File: src/mem_init.hex
// one 16-bit data word per line, word address 0 to 31 in order
40ff
41fe
42fd
43fc
44fb
45fa
46f9
47f8
48f7
49f6
4af5
4bf4
4cf3
4df2
4ef1
4ff0
50ef
51ee
52ed
53ec
54eb
55ea
56e9
57e8
58e7
59e6
5ae5
5be4
5ce3
5de2
5ee1
5fe0

File: src/ldq_cfg_pkg.sv
package ldq_cfg_pkg;

    // queue depth and the id width derived from it
    localparam int LDQ_NUM_ENTRIES = 4;
    localparam int LDQ_ID_W        = $clog2(LDQ_NUM_ENTRIES);

    // reorder-buffer id width
    localparam int ROB_ID_W = 4;

    // word address into the data memory and the width of one load
    localparam int ADDR_W = 5;
    localparam int DATA_W = 16;

    // one load can sit in the dispatch register while stall rises,
    // so one entry is held back for it
    localparam int STALL_MARGIN = 1;

endpackage

File: src/ldq_uop_pkg.sv
package ldq_uop_pkg;

    import ldq_cfg_pkg::*;

    localparam int UOP_W         = 32;
    localparam int OP_W          = 4;
    localparam int UOP_PAYLOAD_W = UOP_W - OP_W - ROB_ID_W;
    localparam int UOP_PAD_W     = UOP_PAYLOAD_W - 2 * ADDR_W;

    typedef logic [LDQ_ID_W-1:0] t_ldq_id;
    typedef logic [ROB_ID_W-1:0] t_rob_id;
    typedef logic [ADDR_W-1:0]   t_addr;
    typedef logic [DATA_W-1:0]   t_data;

    typedef enum logic [OP_W-1:0] {
        OP_NOP = 4'h0,
        OP_ALU = 4'h1,
        OP_LD  = 4'h2,
        OP_ST  = 4'h3,
        OP_BR  = 4'h4,
        OP_MUL = 4'h5
    } t_uop_op;

    // load view, only meaningful when op is OP_LD
    typedef struct packed {
        t_uop_op                  op;
        t_rob_id                  robid;
        t_addr                    base;
        logic signed [ADDR_W-1:0] offset;
        logic [UOP_PAD_W-1:0]     pad;
    } t_uop_ld;

    typedef struct packed {
        t_uop_op                  op;
        t_rob_id                  robid;
        logic [UOP_PAYLOAD_W-1:0] payload;
    } t_uop_gen;

    typedef union packed {
        t_uop_ld  ld;
        t_uop_gen gen;
    } t_uop;

endpackage

File: src/ldq_dispatch.sv
`timescale 1ns/100ps

module ldq_dispatch
    import ldq_uop_pkg::*;
(
    input  logic    clk,
    input  logic    rst_n,
    input  logic    disp_valid,
    input  t_uop    disp_uop,
    output logic    disp_ready,
    input  logic    stall,
    input  logic    nuke_valid,
    input  t_rob_id nuke_robid,
    output logic    alloc_valid,
    output t_rob_id alloc_robid,
    output t_addr   alloc_addr,
    input  t_ldq_id ldqid_alloc,
    output logic    out_valid,
    output t_ldq_id ldqid_out
);

    logic    uop_is_ld;
    logic    in_nuked;
    logic    take_ld;
    logic    held_nuked;
    logic    held_q;
    t_rob_id robid_q;
    t_addr   addr_q;
    t_addr   ld_addr;

    assign disp_ready = ~stall;
    assign uop_is_ld  = (disp_uop.gen.op == OP_LD);

    always_comb begin
        ld_addr = '0;
        if (uop_is_ld) begin
            // the sum wraps inside the word address space
            ld_addr = disp_uop.ld.base + t_addr'(disp_uop.ld.offset);
        end
    end

    // non-loads are taken off the input and simply dropped
    assign in_nuked = nuke_valid & (disp_uop.gen.robid >= nuke_robid);
    assign take_ld  = disp_valid & disp_ready & uop_is_ld & ~in_nuked;

    always_ff @(posedge clk or negedge rst_n) begin
        if (!rst_n) begin
            held_q <= 1'b0;
        end else begin
            held_q <= take_ld;
        end
    end

    always_ff @(posedge clk) begin
        if (take_ld) begin
            robid_q <= disp_uop.gen.robid;
            addr_q  <= ld_addr;
        end
    end

    // a nuke in the allocation cycle keeps the held load out of the queue
    assign held_nuked  = nuke_valid & (robid_q >= nuke_robid);
    assign alloc_valid = held_q & ~held_nuked;
    assign alloc_robid = robid_q;
    assign alloc_addr  = addr_q;

    assign out_valid = alloc_valid;
    assign ldqid_out = ldqid_alloc;

    // back-to-back loads must never be handed the same entry
    a_alloc_id_distinct: assert property (
        @(posedge clk) disable iff (!rst_n)
        alloc_valid |=> !alloc_valid || (ldqid_alloc != $past(ldqid_alloc))
    );

endmodule

File: src/loadq_entry.sv
`timescale 1ns/100ps

module loadq_entry
    import ldq_uop_pkg::*;
(
    input  logic    clk,
    input  logic    rst_n,
    input  logic    alloc,
    input  t_rob_id alloc_robid,
    input  t_addr   alloc_addr,
    input  logic    issue,
    input  logic    gnt,
    input  logic    bus_done,
    input  logic    nuke_valid,
    input  t_rob_id nuke_robid,
    output logic    valid,
    output logic    req,
    output t_rob_id robid,
    output t_addr   addr,
    output logic    killed
);

    logic    valid_q;
    logic    ready_q;
    logic    bus_q;
    logic    killed_q;
    logic    nuke_hit;
    t_rob_id robid_q;
    t_addr   addr_q;

    assign nuke_hit = nuke_valid & valid_q & (robid_q >= nuke_robid);

    // free -> waiting for issue -> ready -> on bus -> free
    always_ff @(posedge clk or negedge rst_n) begin
        if (!rst_n) begin
            valid_q  <= 1'b0;
            ready_q  <= 1'b0;
            bus_q    <= 1'b0;
            killed_q <= 1'b0;
        end else if (alloc) begin
            valid_q  <= 1'b1;
            ready_q  <= 1'b0;
            bus_q    <= 1'b0;
            killed_q <= 1'b0;
        end else if (bus_done) begin
            valid_q  <= 1'b0;
            ready_q  <= 1'b0;
            bus_q    <= 1'b0;
            killed_q <= 1'b0;
        end else if (nuke_hit && !bus_q && !gnt) begin
            valid_q <= 1'b0;
            ready_q <= 1'b0;
        end else begin
            // once the bus is committed, a nuke only silences the completion
            if (nuke_hit) begin
                killed_q <= 1'b1;
            end
            if (issue) begin
                ready_q <= 1'b1;
            end
            if (gnt) begin
                bus_q   <= 1'b1;
                ready_q <= 1'b0;
            end
        end
    end

    always_ff @(posedge clk) begin
        if (alloc) begin
            robid_q <= alloc_robid;
            addr_q  <= alloc_addr;
        end
    end

    assign valid  = valid_q;
    assign req    = valid_q & ready_q;
    assign robid  = robid_q;
    assign addr   = addr_q;
    assign killed = killed_q;

    a_issue_to_valid: assert property (
        @(posedge clk) disable iff (!rst_n) issue |-> valid_q
    );

endmodule

File: src/loadq.sv
`timescale 1ns/100ps

module loadq
    import ldq_cfg_pkg::*, ldq_uop_pkg::*;
(
    input  logic    clk,
    input  logic    rst_n,
    input  logic    alloc_valid,
    input  t_rob_id alloc_robid,
    input  t_addr   alloc_addr,
    output t_ldq_id ldqid_alloc,
    output logic    stall,
    input  logic    iss_valid,
    input  t_ldq_id iss_ldqid,
    input  logic    nuke_valid,
    input  t_rob_id nuke_robid,
    output logic    cyc,
    output logic    stb,
    output logic    we,
    output t_addr   adr,
    input  logic    ack,
    input  t_data   dat,
    output logic    ld_done,
    output t_rob_id ld_done_robid,
    output t_data   ld_done_data,
    output logic    idle,
    output logic    full
);

    logic [LDQ_NUM_ENTRIES-1:0] e_valid;
    logic [LDQ_NUM_ENTRIES-1:0] e_req;
    logic [LDQ_NUM_ENTRIES-1:0] e_alloc;
    logic [LDQ_NUM_ENTRIES-1:0] e_issue;
    logic [LDQ_NUM_ENTRIES-1:0] e_gnt;
    logic [LDQ_NUM_ENTRIES-1:0] e_done;
    logic [LDQ_NUM_ENTRIES-1:0] e_killed;
    t_rob_id                    e_robid [LDQ_NUM_ENTRIES];
    t_addr                      e_addr  [LDQ_NUM_ENTRIES];
    t_ldq_id                    win_id;
    t_ldq_id                    cur_q;
    logic                       busy_q;
    logic                       grant;
    logic                       cur_nuked;

    // lowest free index and lowest requesting index
    always_comb begin
        ldqid_alloc = '0;
        win_id      = '0;
        for (int i = LDQ_NUM_ENTRIES - 1; i >= 0; i--) begin
            if (!e_valid[i]) begin
                ldqid_alloc = t_ldq_id'(i);
            end
            if (e_req[i]) begin
                win_id = t_ldq_id'(i);
            end
        end
    end

    assign grant = ~busy_q & (|e_req);

    always_comb begin
        for (int i = 0; i < LDQ_NUM_ENTRIES; i++) begin
            e_alloc[i] = alloc_valid & (ldqid_alloc == t_ldq_id'(i));
            e_issue[i] = iss_valid & (iss_ldqid == t_ldq_id'(i));
            e_gnt[i]   = grant & (win_id == t_ldq_id'(i));
            e_done[i]  = busy_q & ack & (cur_q == t_ldq_id'(i));
        end
    end

    for (genvar e = 0; e < LDQ_NUM_ENTRIES; e++) begin : g_entry
        loadq_entry i_entry (
            .clk         (clk),
            .rst_n       (rst_n),
            .alloc       (e_alloc[e]),
            .alloc_robid (alloc_robid),
            .alloc_addr  (alloc_addr),
            .issue       (e_issue[e]),
            .gnt         (e_gnt[e]),
            .bus_done    (e_done[e]),
            .nuke_valid  (nuke_valid),
            .nuke_robid  (nuke_robid),
            .valid       (e_valid[e]),
            .req         (e_req[e]),
            .robid       (e_robid[e]),
            .addr        (e_addr[e]),
            .killed      (e_killed[e])
        );
    end

    // the winner's index is held for the whole transfer
    always_ff @(posedge clk or negedge rst_n) begin
        if (!rst_n) begin
            busy_q <= 1'b0;
            cur_q  <= '0;
        end else if (grant) begin
            busy_q <= 1'b1;
            cur_q  <= win_id;
        end else if (ack) begin
            busy_q <= 1'b0;
        end
    end

    assign cyc = busy_q;
    assign stb = busy_q;
    assign we  = 1'b0;
    assign adr = e_addr[cur_q];

    // a nuke landing in the ack cycle also silences the completion
    assign cur_nuked = e_killed[cur_q] | (nuke_valid & (e_robid[cur_q] >= nuke_robid));

    always_ff @(posedge clk or negedge rst_n) begin
        if (!rst_n) begin
            ld_done <= 1'b0;
            stall   <= 1'b0;
        end else begin
            ld_done <= busy_q & ack & ~cur_nuked;
            stall   <= ($countones(e_valid) + int'(alloc_valid))
                       >= (LDQ_NUM_ENTRIES - STALL_MARGIN);
        end
    end

    always_ff @(posedge clk) begin
        if (busy_q && ack) begin
            ld_done_robid <= e_robid[cur_q];
            ld_done_data  <= dat;
        end
    end

    assign idle = ~|e_valid;
    assign full = &e_valid;

    a_wb_hold: assert property (
        @(posedge clk) disable iff (!rst_n)
        (stb && !ack) |=> (cyc && stb && $stable(adr))
    );

    a_no_alloc_full: assert property (
        @(posedge clk) disable iff (!rst_n) alloc_valid |-> !full
    );

endmodule

File: src/ld_data_mem.sv
`timescale 1ns/100ps

module ld_data_mem
    import ldq_cfg_pkg::*, ldq_uop_pkg::*;
(
    input  logic  clk,
    input  logic  rst_n,
    input  logic  cyc,
    input  logic  stb,
    input  logic  we,
    input  t_addr adr,
    output logic  ack,
    output t_data dat
);

    t_data      mem [0:2**ADDR_W-1];
    logic [1:0] wait_q;
    logic       access;
    logic       wait_over;

    initial begin
        $readmemh("/design/src/mem_init.hex", mem);
    end

    // writes are not supported, so a write strobe is never acknowledged
    assign access    = cyc & stb & ~we & ~ack;
    assign wait_over = (wait_q == adr[1:0]);

    // the low two address bits choose between one and four wait cycles
    always_ff @(posedge clk or negedge rst_n) begin
        if (!rst_n) begin
            ack    <= 1'b0;
            wait_q <= '0;
        end else begin
            ack <= 1'b0;
            if (access) begin
                if (wait_over) begin
                    ack    <= 1'b1;
                    wait_q <= '0;
                end else begin
                    wait_q <= wait_q + 2'd1;
                end
            end
        end
    end

    always_ff @(posedge clk) begin
        if (access && wait_over) begin
            dat <= mem[adr];
        end
    end

    a_ack_in_strobe: assert property (
        @(posedge clk) disable iff (!rst_n) ack |-> stb
    );

endmodule

File: src/ldq_subsys.sv
`timescale 1ns/100ps

module ldq_subsys
    import ldq_uop_pkg::*;
(
    input  logic    clk,
    input  logic    rst_n,
    input  logic    disp_valid,
    input  t_uop    disp_uop,
    output logic    disp_ready,
    output logic    out_valid,
    output t_ldq_id ldqid_out,
    input  logic    iss_valid,
    input  t_ldq_id iss_ldqid,
    input  logic    nuke_valid,
    input  t_rob_id nuke_robid,
    output logic    ld_done,
    output t_rob_id ld_done_robid,
    output t_data   ld_done_data,
    output logic    idle,
    output logic    full
);

    logic    stall;
    logic    alloc_valid;
    t_rob_id alloc_robid;
    t_addr   alloc_addr;
    t_ldq_id ldqid_alloc;
    logic    cyc;
    logic    stb;
    logic    we;
    t_addr   adr;
    logic    ack;
    t_data   dat;

    ldq_dispatch i_dispatch (
        .clk         (clk),
        .rst_n       (rst_n),
        .disp_valid  (disp_valid),
        .disp_uop    (disp_uop),
        .disp_ready  (disp_ready),
        .stall       (stall),
        .nuke_valid  (nuke_valid),
        .nuke_robid  (nuke_robid),
        .alloc_valid (alloc_valid),
        .alloc_robid (alloc_robid),
        .alloc_addr  (alloc_addr),
        .ldqid_alloc (ldqid_alloc),
        .out_valid   (out_valid),
        .ldqid_out   (ldqid_out)
    );

    loadq i_loadq (
        .clk           (clk),
        .rst_n         (rst_n),
        .alloc_valid   (alloc_valid),
        .alloc_robid   (alloc_robid),
        .alloc_addr    (alloc_addr),
        .ldqid_alloc   (ldqid_alloc),
        .stall         (stall),
        .iss_valid     (iss_valid),
        .iss_ldqid     (iss_ldqid),
        .nuke_valid    (nuke_valid),
        .nuke_robid    (nuke_robid),
        .cyc           (cyc),
        .stb           (stb),
        .we            (we),
        .adr           (adr),
        .ack           (ack),
        .dat           (dat),
        .ld_done       (ld_done),
        .ld_done_robid (ld_done_robid),
        .ld_done_data  (ld_done_data),
        .idle          (idle),
        .full          (full)
    );

    ld_data_mem i_data_mem (
        .clk   (clk),
        .rst_n (rst_n),
        .cyc   (cyc),
        .stb   (stb),
        .we    (we),
        .adr   (adr),
        .ack   (ack),
        .dat   (dat)
    );

endmodule

File: config.mk
export PLATFORM = sky130hd
export DESIGN_NAME = ldq_subsys
export DESIGN_NICKNAME = d
export VERILOG_FILES = /design/src/ldq_cfg_pkg.sv /design/src/ldq_uop_pkg.sv /design/src/ldq_dispatch.sv /design/src/loadq_entry.sv /design/src/loadq.sv /design/src/ld_data_mem.sv /design/src/ldq_subsys.sv
export SDC_FILE = /design/constraint.sdc
export NUM_CORES = 1
export LEC_CHECK = 0
export BUFFER_PORTS_ARGS = -buffer_cell sky130_fd_sc_hd__clkbuf_2
export CORE_MARGIN = 2
export CORE_UTILIZATION = 53
export DETAILED_ROUTE_END_ITERATION = 8
export PLACE_DENSITY = 0.78
export RECOVER_POWER = 100
export SYNTH_ARGS = -nofsm -noshare
export SYNTH_HDL_FRONTEND = slang
export SYNTH_HIERARCHICAL = 1
export SYNTH_SLANG_ARGS = --single-unit
File: constraint.sdc
create_clock -name clk -period 2.95 [get_ports clk]
set_input_delay 0.1475 -clock clk [delete_from_list [all_inputs] [get_ports clk]]
set_output_delay 0.1475 -clock clk [all_outputs]
set_load 0.01 [all_outputs]
==> out/summary.md, run 1 <==
Setup slack on the critical path of the routed design comes to 0.197 ns. The post-DP HPWL was 5510 um. The placed instances occupy a cell area of 4310 um2. The portion of the clock cycle consumed by the worst path in the final layout is 0.933, and the final critical path time including I/O delays and setup is 2.75 ns. Summed over all layers, the global routing overflow is 0.

The initial core utilization is 0.551. The actual slew at the worst max-slew pin came out at 1.38 ns. The tools report the number of endpoints with negative hold slack in the final report as 0. The worst setup path is of the reg2reg kind. The area growth from synthesis to layout is 12.3%.

The worst register-to-register path begins at i_dispatch/alloc_robid[2]. The logs give 12100 um for the global-route wire length before repair and 0.194 ns for the smallest hold slack. After clock tree synthesis, the clock-pin slew on the worst setup and hold paths is 0.08 ns. Data on the critical path arrives at its endpoint at 3.00 ns. Summed over all cells, the static leakage comes to 1.86 nW. During placement, the flow inserted port buffers numbering 49. The start point of the critical path is i_dispatch/alloc_robid[2].

The run gives 0.619 as the final core utilization. The via count normalized by instance count is 5.19. For the residual antenna-violating net count after detailed routing, the log shows 0.

The run gives 0.0125 ns as the post-route clock skew. The count of antenna diodes in the layout is 0, and the all-layer global routing usage is 0.190. The post-route non-filler standard cell count was 486; the vertical extent of the die was 91.1 um.

The run gives 0 as the DRC violation count after routing. After floorplanning, the core was sized to cover 7290 um2. Setup repair after global routing left no endpoint under its margin. Number of antenna violations at the first check in global routing: 0.

The run gives 75 as the total number of clock tree sinks. The endpoint class of the critical path was a register. The run gives 9 as the TritonCTS buffer count. The tools report the critical path launch point type as a register. The post-synthesis average cell area came out at 12.7 um2. In this run the horizontal extent of the chip is 91.1 um.

The worst hold path begins at disp_valid. For the worst-skew pair, the clock arrives at the later sink with an insertion delay of 0.35 ns. Across the whole layout, storage elements account for 2130 um2. The run gives 363 MHz as the maximum frequency from static timing analysis. In the synthesized netlist, the number of instances is 317. Counting tap cells, the placed design contains a total of 461 instances. The type of the most critical hold path is in2reg. CTS placed an instance of clkbuf_8 at the clock tree root. For the worst vdd rail ir drop, the log shows 0.000299 V. The flow ran to the end, and the final reports show no timing, DRC or antenna violations. At the worst endpoint, the required time is 3.19 ns.

The count of final max-slew check failures came out at 0. The run gives 2551 as the via count of the first global-routing pass. Prior to clock tree synthesis, the placed netlist has a worst setup slack of 0.0141 ns.

The run gives 1610 um2 as the area taken by multi-input logic gates. Of all nets on the critical path, the largest fanout is 4. The number of buffers between clock root and the deepest sink was 2. The net total in the final layout is 458. The mapped netlist covers 4020 um2. The finished cells cover 4510 um2. Setup violations remaining at the end of the flow were counted as 0.

In this run the number of H-tree levels came out at 3. The remaining max-slew budget at the tightest pin is 0.0814, and the number of placed I/O pins is 70. Setup slack on the worst reg-to-reg path comes out at 0.20 ns. The run gives 0 as the max capacitance violation total. Entering global routing, the biggest net connects 26 pins.

The floorplan has 31 rows. After layout, the design draws a total of 2.52 mW. After the first detailed-routing iteration, the DRC count stood at 119.

Share of final-layout standard cells stronger than drive strength 1: 0.150. In the final routed layout, each cell accounts on average for 14.9 um. Yosys warning count: 6.

The logs give 2522 for the via count of the routed design and 599 for the number of inserted filler cells in the final layout. For this design the ratio of total power to cell area is 558 nW/um2. The global placement routability congestion is 0.843, and the floorplan die area is 8300 um2. Before antenna repair, the detailed router went through 4 iterations. TritonCTS built the clock tree. Summed over all layers, the routed wires come to 7260 um. After routing, the total negative slack on setup checks comes to 0 ns.
-- placed cells by master (no fill, tap or decap), types with 3 or more instances in the layout --
cell type and instances:
inv_1 42, nor2_1 13, o21ai_1 4, nand2b_4 4, nor3b_1 4, fa_1 3
and3_1 3, dlygate4sd3_1 5, nor3_1 15, clkbuf_2 18, a21oi_1 14, edfxtp_1 50
and2_1 3, ha_1 29, clkbuf_8 10, nor2b_1 8, a2111oi_4 4, nor3_2 4
and2_0 3, clkbuf_1 40, o21ai_0 8, clkinv_2 3, a32o_1 4, a211oi_1 4
mux4_2 6, o21a_1 6, nand2_1 10, dfrtp_1 25, conb_1 17
-- state kept, by name, indices dropped and copies added, names as in the netlist, 2 cells and up --
register,count
i_loadq/g_entry.i_entry/robid,16
i_loadq/ld_done_robid,4
i_data_mem/wait_q,2
i_loadq/ld_done_data,16
i_dispatch/alloc_robid,4
i_dispatch/alloc_addr,2
i_loadq/g_entry.i_entry/killed,4
i_loadq/g_entry.i_entry/valid,4
i_loadq/cur_q,2
i_loadq/g_entry.i_entry/addr,8
i_loadq/g_entry.i_entry/ready_q,4
i_loadq/g_entry.i_entry/bus_q,4
-- power breakdown --
group / internal [mW] / switching, mW
Sequential: 1.22 / 0.0954
Combinational: 0.224 / 0.237
Clock: 0.377 / 0.362
Total: 1.82 / 0.695
-- worst paths after layout --
kind                            cells past startpoint                                   to
min in group asynchronous                           2    i_loadq/g_entry[3].i_entry/killed
worst min register to register                      0  i_loadq/g_entry[2].i_entry/robid[0]
worst min-delay path                                3                    i_dispatch/held_q
worst max-delay path                               10                        i_loadq/stall
worst max register to register                     10                        i_loadq/stall
max in group asynchronous                           2                      i_loadq/ld_done
-- routing by layer --
| metal | track usage | up-vias | share of wire |
|---|---|---|---|
| li1 | - | 1231 | - |
| met1 | 0.241 | 1199 | 0.43 |
| met2 | 0.322 | 78 | 0.50 |
| met3 | 0.0299 | 14 | 0.044 |
| met4 | 0.0846 | 0 | 0.023 |
| met5 | 0 | - | 0 |
-- area by class of cell --
type | instances | share of cell area
sequential | 75 | 0.471
multi-input combinational | 189 | 0.357
timing repair buffer | 64 | 0.0668
clock buffer | 12 | 0.0369
inverter | 43 | 0.0358
tap | 99 | 0.0274
clock inverter | 4 | 0.00527
-- worst max-delay path, stage by stage (launching register included) --
cell and delay (ns):
edfxtp_1 0.47, ha_4 0.25, a21oi_1 0.11, o21ai_0 0.10
a31oi_1 0.28, inv_2 0.08, fa_1 0.50, fa_1 0.38
inv_1 0.07, ha_1 0.23, a21o_1 0.16
-- timing repair --
item | in CTS | in global routing
gates resized for setup | 0 | 2
endpoints found under the setup margin | 1 | 1
gates cloned | 0 | 0
hold buffers | 5 | 0
endpoints found under the hold margin | 29 | 0
buffers inserted | 1 | 3
pin swaps | 1 | 1
(Power assumes the default switching activity.)
==> run 2: changes to the inputs <==
--- a/config.mk
+++ b/config.mk
@@ -7,9 +7,9 @@
 export LEC_CHECK = 0
 export BUFFER_PORTS_ARGS = -buffer_cell sky130_fd_sc_hd__clkbuf_2
 export CORE_MARGIN = 2
-export CORE_UTILIZATION = 53
+export CORE_UTILIZATION = 54
 export DETAILED_ROUTE_END_ITERATION = 8
-export PLACE_DENSITY = 0.78
+export PLACE_DENSITY = 0.76
 export RECOVER_POWER = 100
 export SYNTH_ARGS = -nofsm -noshare
 export SYNTH_HDL_FRONTEND = slang
==> constraint.sdc (replaced) <==
create_clock -name clk -period 2.7 [get_ports clk]
set_input_delay 0.135 -clock clk [delete_from_list [all_inputs] [get_ports clk]]
set_output_delay 0.135 -clock clk [all_outputs]
set_load 0.01 [all_outputs]
==> out/summary.md, run 2 (synthesis gave the netlist of run 1 again) <==
0 antenna diodes ended up in the layout. The tools report the sum of routed wire length over all layers as 7080 um. The run finished with clean final reports. The via count of the first global-routing pass is 2525, and the number of cells traversed by the worst register-to-register path is 10. Endpoint class of the critical path: a register. The clock passes through at most 2 buffers. The actual slew at the worst max-slew pin is 1.40 ns.

Dividing total power by cell area gives a power density of 598 nW/um2. Summing over every cut layer, the via total after detailed routing is 2544. The later pin in the worst-skew pair is clocked with a latency of 0.35 ns. The logs give 0 for the total grt overflow and 0 for the residual antenna-violating net count after detailed routing. Clock-pin slew was measured on the worst setup and hold paths at 0.08 ns. The worst register-to-register path begins at i_dispatch/alloc_robid[2].

The detailed router finished its first iteration with 135 violations. The analysis attributes to cell leakage a power of 1.90 nW. Dividing the detail-routed wire length by the instance count gives 14.4 um. After the last flow step, the layout net total stands at 465.

The final critical path time including I/O delays and setup was 2.62 ns; the number of setup violations in the final report was 0. The top cell types in the final layout, fill and taps aside, are 50 x edfxtp_1, 41 x inv_1, 36 x clkbuf_1, 29 x ha_1, 25 x dfrtp_1. For the final database, setup skew stands at 0.0119 ns. The number of endpoints with negative hold slack in the final report is 0. Critical-path cell with the highest stage delay: fa_1. Along the worst hold path, the cell count comes to 3.

Startpoint of the worst hold path: disp_valid. In this run the number of cells on the critical path is 10. The share of final-layout standard cells stronger than drive strength 1 was 0.193; the sum of negative setup slack was 0 ns. In this design, the largest share of critical-path delay is due to adder cells. The all-layer global routing usage is 0.182, and the global-route wire length before repair is 11700 um. The signal on the critical path passes through ha_1 > a21oi_2 > o21ai_2 > a31oi_2 > inv_2 > fa_1 > fa_2 > inv_2 > ha_4 > a21o_1. In this run the horizontal extent of the chip is 90.3 um. The cell sitting at the root of the clock tree is a clkbuf_8. The critical path is of the reg2reg type.

For the remaining max-slew budget at the tightest pin, the log shows 0.0674. For the global placement routability congestion, the log shows 0.859. The critical path starts at i_dispatch/alloc_robid[2]. The count of input and output buffers works out to 49. The number of placed I/O pins came out at 70.

Data on the critical path arrives at its endpoint at 2.86 ns. TritonCTS built the clock tree. The via count normalized by instance count was 5.16; the maximum level of the CTS H-tree was 3. The number of optimization iterations in the first detailed-route pass is 4. In this design, the stage delay of the slowest critical-path cell is 0.51 ns. The portion of the clock cycle consumed by the worst path in the final layout was 0.969; the signed area change from the synthesized netlist to the final layout was 14.4%. The die covers 8150 um2. The tree built by TritonCTS fans out to 75 sinks.

The final core utilization came out at 0.638. The tools report the TritonCTS buffer count as 9. Across the run, the number of max-cap violations was 0. The critical path buffer and inverter count is 2. The path class of the tightest hold or removal check is in2reg. The worst setup path is launched from a register.

The number of placement rows was 31. Summing all non-filler instances in the final layout gives an area of 4600 um2. The total area inside the core boundary comes to 7210 um2. The largest net degree at the start of global routing is 26. The tools report the initial core utilization as 0.557. The largest fanout on the critical path came out at 2. After legalization and detailed placement, the total HPWL measured 5370 um. The die is 90.3 um tall. Critical path data required time: 2.94 ns.

Commonest non-fill, non-tap cell in the layout: edfxtp_1. For this run, design rule violations remaining after detail routing come to 0. Static timing analysis puts the maximum clock frequency at 382 MHz.

Setup repair after global routing could not meet its margin everywhere. Fill cells in the final layout number 587. The cell area after placement was 4390 um2. The cell that appears most often on the critical path is inv_2. The count of final max-slew check failures is 0, and the worst vdd rail ir drop is 0.000278 V. Number of antenna violations at the first check in global routing: 0.
[run 2: layout make-up]
type                            count  area, um2  share of cell area
Multi-Input combinational cell    189       1640               0.356
Tap cell                           99        124              0.0269
Sequential cell                    75       2130               0.462
Clock inverter                      4       25.0             0.00544
Inverter                           43        161              0.0351
Clock buffer                       12        155              0.0337
Timing Repair Buffer               71        369              0.0803
[run 2: timing repair]
action / CTS / global route
pin swaps: 2 / 3
endpoints found under the hold margin: 29 / 0
hold buffers: 5 / 0
buffers inserted: 0 / 1
gates resized for setup: 0 / 8
setup endpoints to repair: 1 / 1
[run 2: per-stage QoR]
stage / total power, mW / setup WS (ns) / cells / hold WS [ns]
after floorplan: 1.87 / 0.0819 / 332 / -0.161
after global placement: 1.97 / 0.0597 / 471 / 0.193
after detailed placement: 1.99 / -0.00515 / 471 / 0.196
after CTS: 2.78 / 0.0421 / 492 / 0.145
after global routing: 2.89 / -0.0324 / 493 / 0.179
final: 2.75 / 0.0845 / 493 / 0.160
[run 2: tightest hold or removal path: stages]
cell      delay (ns)
clkbuf_2        0.08
nand4_1         0.08
a31oi_1         0.13
[run 2: final timing paths]
| check | slack, ns | to |
|---|---|---|
| worst max-delay path | 0.08 | i_loadq/stall |
| worst min-delay path | 0.16 | i_dispatch/held_q |
| worst max register to register | 0.08 | i_loadq/stall |
| worst min register to register | 0.49 | i_loadq/g_entry[1].i_entry/killed |
| max in group asynchronous | 1.24 | i_loadq/cur_q[1] |
| min in group asynchronous | 0.64 | i_loadq/g_entry[3].i_entry/valid |
[run 2: layer usage]
metal  global-route usage  vias to the layer above  part of all wire
met2                0.300                       71              0.48
met5                    0                        -                 0
li1                     -                     1240                 -
met1                0.240                     1224              0.45
met3               0.0434                        9             0.049
met4               0.0615                        0             0.015
[run 2: power by group]
group	total, mW	switching (mW)	internal, mW
Sequential	1.42	0.0912	1.33
Clock	0.785	0.402	0.383
Combinational	0.540	0.285	0.256
Total	2.75	0.778	1.97
